### src/zxio_pkg.sv
package zxio_pkg;

   // -------------------------------------------------------------------
   // Bus types
   // -------------------------------------------------------------------
   typedef logic [15:0] io_addr_t;
   typedef logic [7:0]  io_data_t;
   typedef logic [7:0]  zxreg_addr_t;

   // Fire, up, down, left, right from MSB to LSB
   typedef logic [4:0]  joy_bits_t;

   // -------------------------------------------------------------------
   // I/O ports and ZX-Uno register numbers
   // -------------------------------------------------------------------
   localparam io_addr_t    ZXUNO_ADDR_PORT = 16'hFC3B;
   localparam io_addr_t    ZXUNO_DATA_PORT = 16'hFD3B;

   // Only the low address byte is decoded
   localparam logic [7:0]  KEMPSTON_PORT   = 8'h1F;

   localparam zxreg_addr_t REG_DEVOPTIONS  = 8'h0E;
   localparam zxreg_addr_t REG_SCRATCH     = 8'hFE;
   localparam zxreg_addr_t REG_COREID      = 8'hFF;

   // Core ID stream, first byte in the top bits
   localparam int                      COREID_LEN    = 6;
   localparam logic [COREID_LEN*8-1:0] COREID_STRING = {"ZXIO1", 8'h00};

   // Floating data bus reads as all ones
   localparam io_data_t    IDLE_DATA       = 8'hFF;

endpackage

### src/zxuno_reg_if.sv
`timescale 1ns/10ps

// Register number, write data and access strobes of the ZX-Uno data port
interface zxuno_reg_if;
   zxio_pkg::zxreg_addr_t addr;
   zxio_pkg::io_data_t    wdata;
   logic                  regrd;
   logic                  regwr;
   logic                  regaddr_changed;

   modport ctrl (
      output addr,
      output wdata,
      output regrd,
      output regwr,
      output regaddr_changed
   );

   modport dev (
      input addr,
      input wdata,
      input regrd,
      input regwr,
      input regaddr_changed
   );
endinterface

### src/config_regs.sv
`timescale 1ns/10ps

module config_regs import zxio_pkg::*; (
   input  logic     clk,
   input  logic     rst_n,
   zxuno_reg_if.dev reg_bus,
   output io_data_t dout,
   output logic     oe,
   output io_data_t dev_options
);

   io_data_t scratch_q;
   io_data_t devopt_q;
   logic     sel_scratch;
   logic     sel_devopt;

   assign sel_scratch = (reg_bus.addr == REG_SCRATCH);
   assign sel_devopt  = (reg_bus.addr == REG_DEVOPTIONS);

   // -------------------------------------------------------------------
   // Register writes
   // -------------------------------------------------------------------
   always_ff @(posedge clk or negedge rst_n) begin
      if (!rst_n) begin
         scratch_q <= '0;
         devopt_q  <= '0;
      end else if (reg_bus.regwr) begin
         if (sel_scratch) begin
            scratch_q <= reg_bus.wdata;
         end
         if (sel_devopt) begin
            devopt_q <= reg_bus.wdata;
         end
      end
   end

   // Read-back of whichever register is selected
   always_comb begin
      dout = IDLE_DATA;
      if (sel_scratch) begin
         dout = scratch_q;
      end else if (sel_devopt) begin
         dout = devopt_q;
      end
   end

   assign oe = reg_bus.regrd && (sel_scratch || sel_devopt);

   // Enable lines for the rest of the core
   assign dev_options = devopt_q;

endmodule

### src/coreid.sv
`timescale 1ns/10ps

module coreid import zxio_pkg::*; (
   input  logic     clk,
   input  logic     rst_n,
   zxuno_reg_if.dev reg_bus,
   output io_data_t dout,
   output logic     oe
);

   logic [$clog2(COREID_LEN)-1:0] idx_q;
   logic                          id_rd;
   logic                          id_rd_q;
   logic                          rd_done;

   assign id_rd   = reg_bus.regrd && (reg_bus.addr == REG_COREID);
   assign rd_done = id_rd_q && !id_rd;

   // -------------------------------------------------------------------
   // Stream index, moves on once each read has finished
   // -------------------------------------------------------------------
   always_ff @(posedge clk or negedge rst_n) begin
      if (!rst_n) begin
         id_rd_q <= 1'b0;
         idx_q   <= '0;
      end else begin
         id_rd_q <= id_rd;
         if (reg_bus.regaddr_changed) begin
            idx_q <= '0;
         end else if (rd_done) begin
            if (idx_q == COREID_LEN - 1) begin
               idx_q <= '0;
            end else begin
               idx_q <= idx_q + 1'b1;
            end
         end
      end
   end

   // Byte 0 sits in the top bits of the string
   assign dout = COREID_STRING[(COREID_LEN - 1 - idx_q) * 8 +: 8];
   assign oe   = id_rd;

endmodule

### src/io_read_select.sv
`timescale 1ns/10ps

module io_read_select import zxio_pkg::*; (
   input  io_data_t addr_dout,
   input  logic     addr_oe,
   input  io_data_t joy_dout,
   input  logic     joy_oe,
   input  io_data_t cfg_dout,
   input  logic     cfg_oe,
   input  io_data_t id_dout,
   input  logic     id_oe,
   output io_data_t dout,
   output logic     dout_valid
);

   // Highest priority first
   always_comb begin
      if (addr_oe) begin
         dout = addr_dout;
      end else if (joy_oe) begin
         dout = joy_dout;
      end else if (cfg_oe) begin
         dout = cfg_dout;
      end else if (id_oe) begin
         dout = id_dout;
      end else begin
         dout = IDLE_DATA;
      end
   end

   assign dout_valid = addr_oe || joy_oe || cfg_oe || id_oe;

endmodule

### src/kempston_joystick.sv
`timescale 1ns/10ps

module kempston_joystick import zxio_pkg::*; (
   input  logic      clk,
   input  logic      rst_n,
   input  io_addr_t  a,
   input  logic      iorq_n,
   input  logic      rd_n,
   input  joy_bits_t joy_n,
   output io_data_t  dout,
   output logic      oe
);

   joy_bits_t joy_meta;
   joy_bits_t joy_sync;

   // Two-stage synchronizer, lines idle high
   always_ff @(posedge clk or negedge rst_n) begin
      if (!rst_n) begin
         joy_meta <= '1;
         joy_sync <= '1;
      end else begin
         joy_meta <= joy_n;
         joy_sync <= joy_meta;
      end
   end

   // Upper address byte is not decoded
   assign oe = !iorq_n && !rd_n && (a[7:0] == KEMPSTON_PORT);

   // Active high buttons in the low five bits
   assign dout = {3'b000, ~joy_sync};

endmodule

### src/zxio_top.sv
`timescale 1ns/10ps

module zxio_top import zxio_pkg::*; (
   input  logic      clk,
   input  logic      rst_n,
   input  io_addr_t  a,
   input  logic      iorq_n,
   input  logic      rd_n,
   input  logic      wr_n,
   input  io_data_t  din,
   output io_data_t  dout,
   output logic      dout_valid,
   input  joy_bits_t joy_n,
   output io_data_t  dev_options
);

   // -------------------------------------------------------------------
   // Read-back sources
   // -------------------------------------------------------------------
   io_data_t addr_dout;
   logic     addr_oe;
   io_data_t joy_dout;
   logic     joy_oe;
   io_data_t cfg_dout;
   logic     cfg_oe;
   io_data_t id_dout;
   logic     id_oe;

   zxuno_reg_if reg_bus ();

   zxuno_regs u_zxuno_regs (
      .clk       (clk),
      .rst_n     (rst_n),
      .a         (a),
      .iorq_n    (iorq_n),
      .rd_n      (rd_n),
      .wr_n      (wr_n),
      .din       (din),
      .addr_dout (addr_dout),
      .addr_oe   (addr_oe),
      .reg_bus   (reg_bus.ctrl)
   );

   config_regs u_config_regs (
      .clk         (clk),
      .rst_n       (rst_n),
      .reg_bus     (reg_bus.dev),
      .dout        (cfg_dout),
      .oe          (cfg_oe),
      .dev_options (dev_options)
   );

   coreid u_coreid (
      .clk     (clk),
      .rst_n   (rst_n),
      .reg_bus (reg_bus.dev),
      .dout    (id_dout),
      .oe      (id_oe)
   );

   kempston_joystick u_kempston (
      .clk    (clk),
      .rst_n  (rst_n),
      .a      (a),
      .iorq_n (iorq_n),
      .rd_n   (rd_n),
      .joy_n  (joy_n),
      .dout   (joy_dout),
      .oe     (joy_oe)
   );

   // CPU data-in bus
   io_read_select u_read_select (
      .addr_dout  (addr_dout),
      .addr_oe    (addr_oe),
      .joy_dout   (joy_dout),
      .joy_oe     (joy_oe),
      .cfg_dout   (cfg_dout),
      .cfg_oe     (cfg_oe),
      .id_dout    (id_dout),
      .id_oe      (id_oe),
      .dout       (dout),
      .dout_valid (dout_valid)
   );

endmodule

### src/zxuno_regs.sv
`timescale 1ns/10ps

module zxuno_regs import zxio_pkg::*; (
   input  logic     clk,
   input  logic     rst_n,
   input  io_addr_t a,
   input  logic     iorq_n,
   input  logic     rd_n,
   input  logic     wr_n,
   input  io_data_t din,
   output io_data_t addr_dout,
   output logic     addr_oe,
   zxuno_reg_if.ctrl reg_bus
);

   logic        addr_hit;
   logic        data_hit;
   logic        wr_cycle;
   logic        rd_cycle;
   logic        wr_cycle_q;
   logic        wr_start;
   zxreg_addr_t addr_q;
   logic        regwr_q;
   logic        changed_q;
   io_data_t    wdata_q;

   assign addr_hit = (a == ZXUNO_ADDR_PORT);
   assign data_hit = (a == ZXUNO_DATA_PORT);
   assign wr_cycle = !iorq_n && !wr_n;
   assign rd_cycle = !iorq_n && !rd_n;

   // First clock of a write cycle only
   assign wr_start = wr_cycle && !wr_cycle_q;

   // -------------------------------------------------------------------
   // Address register and write strobes
   // -------------------------------------------------------------------
   always_ff @(posedge clk or negedge rst_n) begin
      if (!rst_n) begin
         wr_cycle_q <= 1'b0;
         addr_q     <= '0;
         regwr_q    <= 1'b0;
         changed_q  <= 1'b0;
      end else begin
         wr_cycle_q <= wr_cycle;
         regwr_q    <= wr_start && data_hit;
         changed_q  <= wr_start && addr_hit;
         if (wr_start && addr_hit) begin
            addr_q <= din;
         end
      end
   end

   // Data byte for the register write, sampled with the strobe
   always_ff @(posedge clk) begin
      if (wr_start && data_hit) begin
         wdata_q <= din;
      end
   end

   assign reg_bus.addr            = addr_q;
   assign reg_bus.wdata           = wdata_q;
   assign reg_bus.regwr           = regwr_q;
   assign reg_bus.regaddr_changed = changed_q;

   // Held for the whole read of the data port
   assign reg_bus.regrd = rd_cycle && data_hit;

   // Selected register number is readable at the address port
   assign addr_dout = addr_q;
   assign addr_oe   = rd_cycle && addr_hit;

endmodule
### config.mk
export PLATFORM = sky130hd
export DESIGN_NAME = zxio_top
export DESIGN_NICKNAME = d
export VERILOG_FILES = /design/src/zxio_pkg.sv /design/src/zxuno_reg_if.sv /design/src/config_regs.sv /design/src/coreid.sv /design/src/io_read_select.sv /design/src/kempston_joystick.sv /design/src/zxio_top.sv /design/src/zxuno_regs.sv
export SDC_FILE = /design/constraint.sdc
export NUM_CORES = 1
export LEC_CHECK = 0
export BUFFER_PORTS_ARGS = -buffer_cell sky130_fd_sc_hd__buf_2
export CAP_MARGIN = 10
export CELL_PAD_IN_SITES_DETAIL_PLACEMENT = 0
export CELL_PAD_IN_SITES_GLOBAL_PLACEMENT = 1
export CORE_MARGIN = 2
export CORE_UTILIZATION = 25
export CTS_CLUSTER_DIAMETER = 120
export DETAILED_ROUTE_END_ITERATION = 7
export PLACE_DENSITY_LB_ADDON = 0.1
export SETUP_SLACK_MARGIN = 0.15
export SYNTH_ARGS = -nofsm -noshare
export SYNTH_HDL_FRONTEND = slang
export SYNTH_HIERARCHICAL = 1
export SYNTH_SLANG_ARGS = --single-unit
### constraint.sdc
create_clock -name clk -period 3 [get_ports clk]
set_clock_uncertainty 0.1 [all_clocks]
set_input_delay 0.45 -clock clk [delete_from_list [all_inputs] [get_ports clk]]
set_output_delay 0.45 -clock clk [all_outputs]
set_load 0.05 [all_outputs]
# --- Yosys cells after proc, flatten, opt, wreduce, memory -nomap -nowiden ---
# Index checks and enable logic that the tools add are counted.
# Widths: inputs -> output; s select.
classes:
  bitwise_logic: 1
  reduce_logical: 23
  shift: 1
  n_mux: 9
  eq_ne: 7
  add_sub_neg: 2
ops:
  columns: ["operator", "n"]
  rows:
  - ["$mux 8", 6]
  - ["$shiftx 48x33->8 const A", 1]
  - ["$eq 16x16->1 const B", 2]
  - ["$eq 8x8->1 const B", 2]
  - ["$logic_and 1x1->1", 11]
  - ["$mux 3", 3]
  - ["$eq 8x4->1 const B", 1]
  - ["$eq 8x5->1 const B", 1]
  - ["$logic_not 1->1", 5]
  - ["$not 5->5", 1]
  - ["$logic_or 1x1->1", 4]
  - ["$reduce_and 2->1", 2]
  - ["$sub 3x3->4 const A", 1]
  - ["$add 3x1->3 const B", 1]
  - ["$eq 3x3->1 const B", 1]
  - ["$reduce_bool 2->1", 1]
word_totals:
  regBits: 49
  wordCells: 54
  in_bits: 34

# --- Depth between registers and ports, before layout ---
depth:
  ltp_word: 8
  ltp_mapped: 9
  mapped_depth_nobuf: 8

# --- Cells and area by module ---
# Netlist, hierarchy kept.
modules_own_cells:
  columns: ["module", "area_per_inst_um2", "seq_area_each_um2", "cells_per_inst", "n_inst"]
  rows:
  - ["zxuno_regs", 810.8, 515.5, 50, 1]
  - ["config_regs", 745.7, 400.4, 59, 1]
  - ["coreid", 360.3, 100.1, 43, 1]
  - ["kempston_joystick", 340.3, 262.8, 22, 1]
  - ["io_read_select", 229.0, 0.0, 35, 1]

# --- Least setup slack after synthesis ---
# No wires, ideal clock.
synth_path:
  kind: "reg2out"
  start: "register u_zxuno_regs.addr_q[5] (netlist: u_zxuno_regs/addr_dout[5])"
  end: "output port dout[3]"
  required_time_ns: 2.450
  slack_ns: -0.471
  arrival_ns: 2.921
  path_stages_with_launch: 9
  cell_sequence: "dfrtp_1 buf_4 or4_1 buf_2 a21oi_1 nand2b_1 buf_2 o22ai_1 o21ai_0"
synth_between:
  elab_chain_cells: 6
  elab_cells_between_ends: 12
  cone_classes: "eq/ne: 3; mux: 6; reduce/logical: 3"
synth_lines:
  columns: ["element", "line", "source"]
  rows:
  - ["from (decl)", "zxuno_regs.sv:22", "zxreg_addr_t addr_q;"]
  - ["from (signal assigned)", "zxuno_regs.sv:49", "addr_q <= din;"]
  - ["$eq 8x8->1 or $eq 8x4->1 (tied branches)", "config_regs.sv:17, config_regs.sv:18", null]
  - ["$logic_or 1x1->1 *", "config_regs.sv:47", "assign oe = reg_bus.regrd && (sel_scratch || sel_devopt);"]
  - ["$logic_and 1x1->1 *", "config_regs.sv:47", null]
  - ["named net cfg_oe", "zxio_top.sv:25", "logic cfg_oe;"]
  - ["$mux 8 *", "io_read_select.sv:22", "end else if (cfg_oe) begin"]
  - ["$mux 8 *", "io_read_select.sv:20", "end else if (joy_oe) begin"]
  - ["$mux 8 *", "io_read_select.sv:18", "if (addr_oe) begin"]
  - ["to (decl)", "zxio_top.sv:11", "output io_data_t dout,"]
# Mark *: on every way through the listed nets, which the timed path passes. The rest lies on a longest branch.

# --- Final worst setup path ---
layout_path:
  start: "input port a[6]"
  end: "output port dout[5]"
layout_between:
  elab_cells_between_ends: 12
  cone_classes: "eq/ne: 3; mux: 4; reduce/logical: 5"
layout_lines:
  columns: ["element", "line", "source"]
  rows:
  - ["from (decl)", "zxio_top.sv:6", "input io_addr_t a,"]
  - ["$eq 16x16->1", "zxuno_regs.sv:28", "assign data_hit = (a == ZXUNO_DATA_PORT);"]
  - ["$logic_and 1x1->1", "zxuno_regs.sv:67", "assign reg_bus.regrd = rd_cycle && data_hit;"]
  - ["named net reg_bus.regrd", "zxuno_reg_if.sv:7", "logic regrd;"]
  - ["$logic_and 1x1->1", "config_regs.sv:47", null]
  - ["named net cfg_oe", "zxio_top.sv:25", null]
  - ["$mux 8", "io_read_select.sv:22", null]
  - ["$mux 8", "io_read_select.sv:20", null]
  - ["$mux 8", "io_read_select.sv:18", null]
# The timed path passes the listed nets, and every way through them passes these cells.

==> impl_metrics.ini <==
[critical_path]
endpoint_kind = output port
r2r-start = u_zxuno_regs/wr_cycle_q$_DFF_PN0_
start_kind = primary input
reg2reg_slack_ns = 1.11
r2r_cells = 3
cp.arrival_ns = 2.32
timing.rr.end = u_zxuno_regs/addr_dout[1]$_DFFE_PN0P_
critPathMaxFanout = 3
crit_required_ns = 2.45
crit_start = a[6]
crit_type = in2out
cp-endpoint = dout[5]

[die]
coreArea_sq_um = 9729
start_util_pct = 25.55
die-area_sq_um = 10760
die_x_um = 103.7
die_h_um = 103.7
io_pins = 51
fp-row-count = 36

[placement]
place.port_buffers = 50
dp_hpwl_um = 4791
placed_area_sq_um = 2928
place_congestion = 0.7358

[synthesis]
yosysTopAreaCell = dfrtp_1
yosys-top-cells-area = dfrtp_1 (31%), dfstp_2 (11%), edfxtp_1 (9.7%), mux2_2 (7.2%), mux2_4 (4.8%)
synth_area_sq_um = 2486
synthFlopType = dfrtp_1
yosysMostFrequentCell = dfrtp_1
netlist_instances = 209
synthTopCellsByCount = dfrtp_1 (31), mux2_2 (16), o22ai_1 (16)
synth-edff-count = 8
ys_async_sr_fraction_pct = 83.67
ys_warn_count = 6
synth.avg_cell_area_sq_um = 11.90
ys_ff_latch = 49
synth_cell_types = 48
synth.top_cell.area_share_pct = 31.20
yosysSeqAreaShare_pct = 51.43

[clock_network]
clock_path_buffers = 2
clkSlewWorstSetupHoldPaths_ns = 0.10
cts-root-buf = clkbuf_8
cts_max_level = 2
clk_latency_ns = 0.31
clock_sinks = 49
postCtsHoldBufs = 0
cts_tree = yes
cts_buffers = 5

[pwr]
power.leakage_nw = 1.503
ir_drop_mv = 0.1973
finalPower_mw = 1.320
power-per-cell-area_nw_per_um2 = 407.1

[timing]
rsz0062_at_grt = true
hold_violations = 0
timing.final.crit_share_pct = 95.57
timing.fmax_ghz = 0.3488
fin_crit_ns = 2.867
tightest_slew_ns = 0.9830
setup_viol = 0
drv_slew = 0
slew_headroom_pct = 34.47

[finish]
nets = 306
insertedDiodeCount = 0
areaGrowthSynthToFinish_pct = 30.40
drive_gt1_share_pct = 55.76
post-route-cell-area_sq_um = 3242

[drt]
ant_nets = 0
wl_per_cell_um = 15.76
drt_iter0_drc = 61
dr_total_vias = 1769
drc = 0
wl_um = 6335
drt_pass1_iterations = 4
drt-vias-per-instance = 4.400

[global_route]
grt_usage_pct = 12.20
grt_pass1_wl_um = 10180
grt_pass1_vias = 1855
antenna_found_initial = 0
grt_overflow = 0
grt_max_degree = 42

[flow_run]
cap_viol_max_count = 0

[min_path]
min_path_type = in2reg
holdPathStages = 1

[status]
outcome = finished clean
## worst min-delay path by stage
stage | endpoint | slack, ns | start
final | u_kempston/joy_meta[1]$_DFF_PN1_ | 0.13 | joy_n[1]
after detailed placement | u_kempston/joy_sync[2]$_DFF_PN1_ | 0.25 | u_kempston/joy_meta[2]$_DFF_PN1_
after floorplan | u_config_regs/dev_options[0]$_DFFE_PN0P_ | 0.05 | rst_n
after global routing | u_kempston/joy_meta[2]$_DFF_PN1_ | 0.11 | joy_n[2]
after CTS | u_kempston/joy_meta[1]$_DFF_PN1_ | 0.12 | joy_n[1]
after global placement | u_kempston/joy_sync[3]$_DFF_PN1_ | 0.25 | u_kempston/joy_meta[3]$_DFF_PN1_
## layout make-up
class | instances | area, sq um
repair buffers | 70 | 450.4
multi-input cells | 129 | 1159
fillers | 1000 | 6487
clock inverters | 3 | 68.82
flip-flops and latches | 49 | 1280
inverters | 13 | 48.80
well taps | 133 | 166.4
clock buffers | 5 | 68.82
## worst max-delay path: stages
cell and delay [ns]:
buf_6 0.09, and4bb_2 0.29, nand3_2 0.10, nor4_2 0.25, buf_4 0.17, nand2_4 0.05
a21oi_4 0.14, buf_6 0.13, nor2_4 0.03, a221oi_2 0.24, a221o_1 0.19, buf_6 0.17
## repair_timing
item                                    in CTS  in global routing
buffers inserted                             1                  1
endpoints found under the setup margin       8                  9
pin swaps                                    1                  7
gates resized for setup                     10                 26
## sequential cells by signal, summed over array words and instances (netlist names)
register                              flops
u_config_regs/dev_options                 8
u_config_regs/scratch_q                   8
u_zxuno_regs/addr_dout                    8
u_zxuno_regs/reg_bus.wdata                8
u_kempston/joy_meta                       5
u_kempston/joy_sync                       5
u_coreid/idx_q                            3
u_coreid/id_rd_q                          1
u_zxuno_regs/reg_bus.regaddr_changed      1
u_zxuno_regs/reg_bus.regwr                1
u_zxuno_regs/wr_cycle_q                   1
## report_power, final
| group | switching [mW] | internal [mW] |
|---|---|---|
| clock network | 0.244 | 0.336 |
| logic | 0.0270 | 0.0236 |
| registers | 0.00168 | 0.688 |
| total | 0.272 | 1.05 |
## layout by cell type, fill, tap and decap left out, drive strengths merged, types with 3 or more instances in the layout
cell,n
o21ai,8
buf,64
nand2b,3
inv,14
nand4,5
conb,4
dfstp,10
a21oi,5
o22ai,16
or4,3
edfxtp,8
ha,4
nor4,3
dfrtp,31
nand3,6
nand2,13
nor2b,3
clkbuf,11
nor2,5
mux2,24
a22oi,6
## through the flow
step / hold slack [ns] / TNS (ns) / cells / setup slack (ns) / utilization, %
floorplan: 0.05441 / 0 / 211 / 0.1587 / -
global placement: 0.2457 / -0.06107 / 392 / -0.04591 / 30.09
detailed placement: 0.2468 / -0.3546 / 392 / -0.1097 / 30.09
CTS: 0.1187 / 0 / 401 / 0.1147 / 31.98
global route: 0.1114 / 0 / 402 / 0.004980 / 33.32
finish: 0.1294 / 0 / 402 / 0.1328 / 33.32
## per-layer routing
layer	track usage (%)	wire, um	up-vias
met1	16.80	3097	869
li1	-	-	864
met4	2.606	30	0
met2	20.06	3019	34
met5	0	0	-
met3	2.266	186	2
## logic make-up after synthesis
| logic type | share of synthesized area (%) |
|---|---|
| and+or+nand+nor | 14.59 |
| DFF | 51.43 |
| AOI/OAI and AO/OA | 11.07 |
| buffers and inverters | 8.153 |
| muxes | 12.08 |
| adders and majority gates | 2.013 |
| other | 0.3021 |
| xor gates and xnor gates | 0.3524 |
Note: power is estimated with default switching activity, not from simulation.
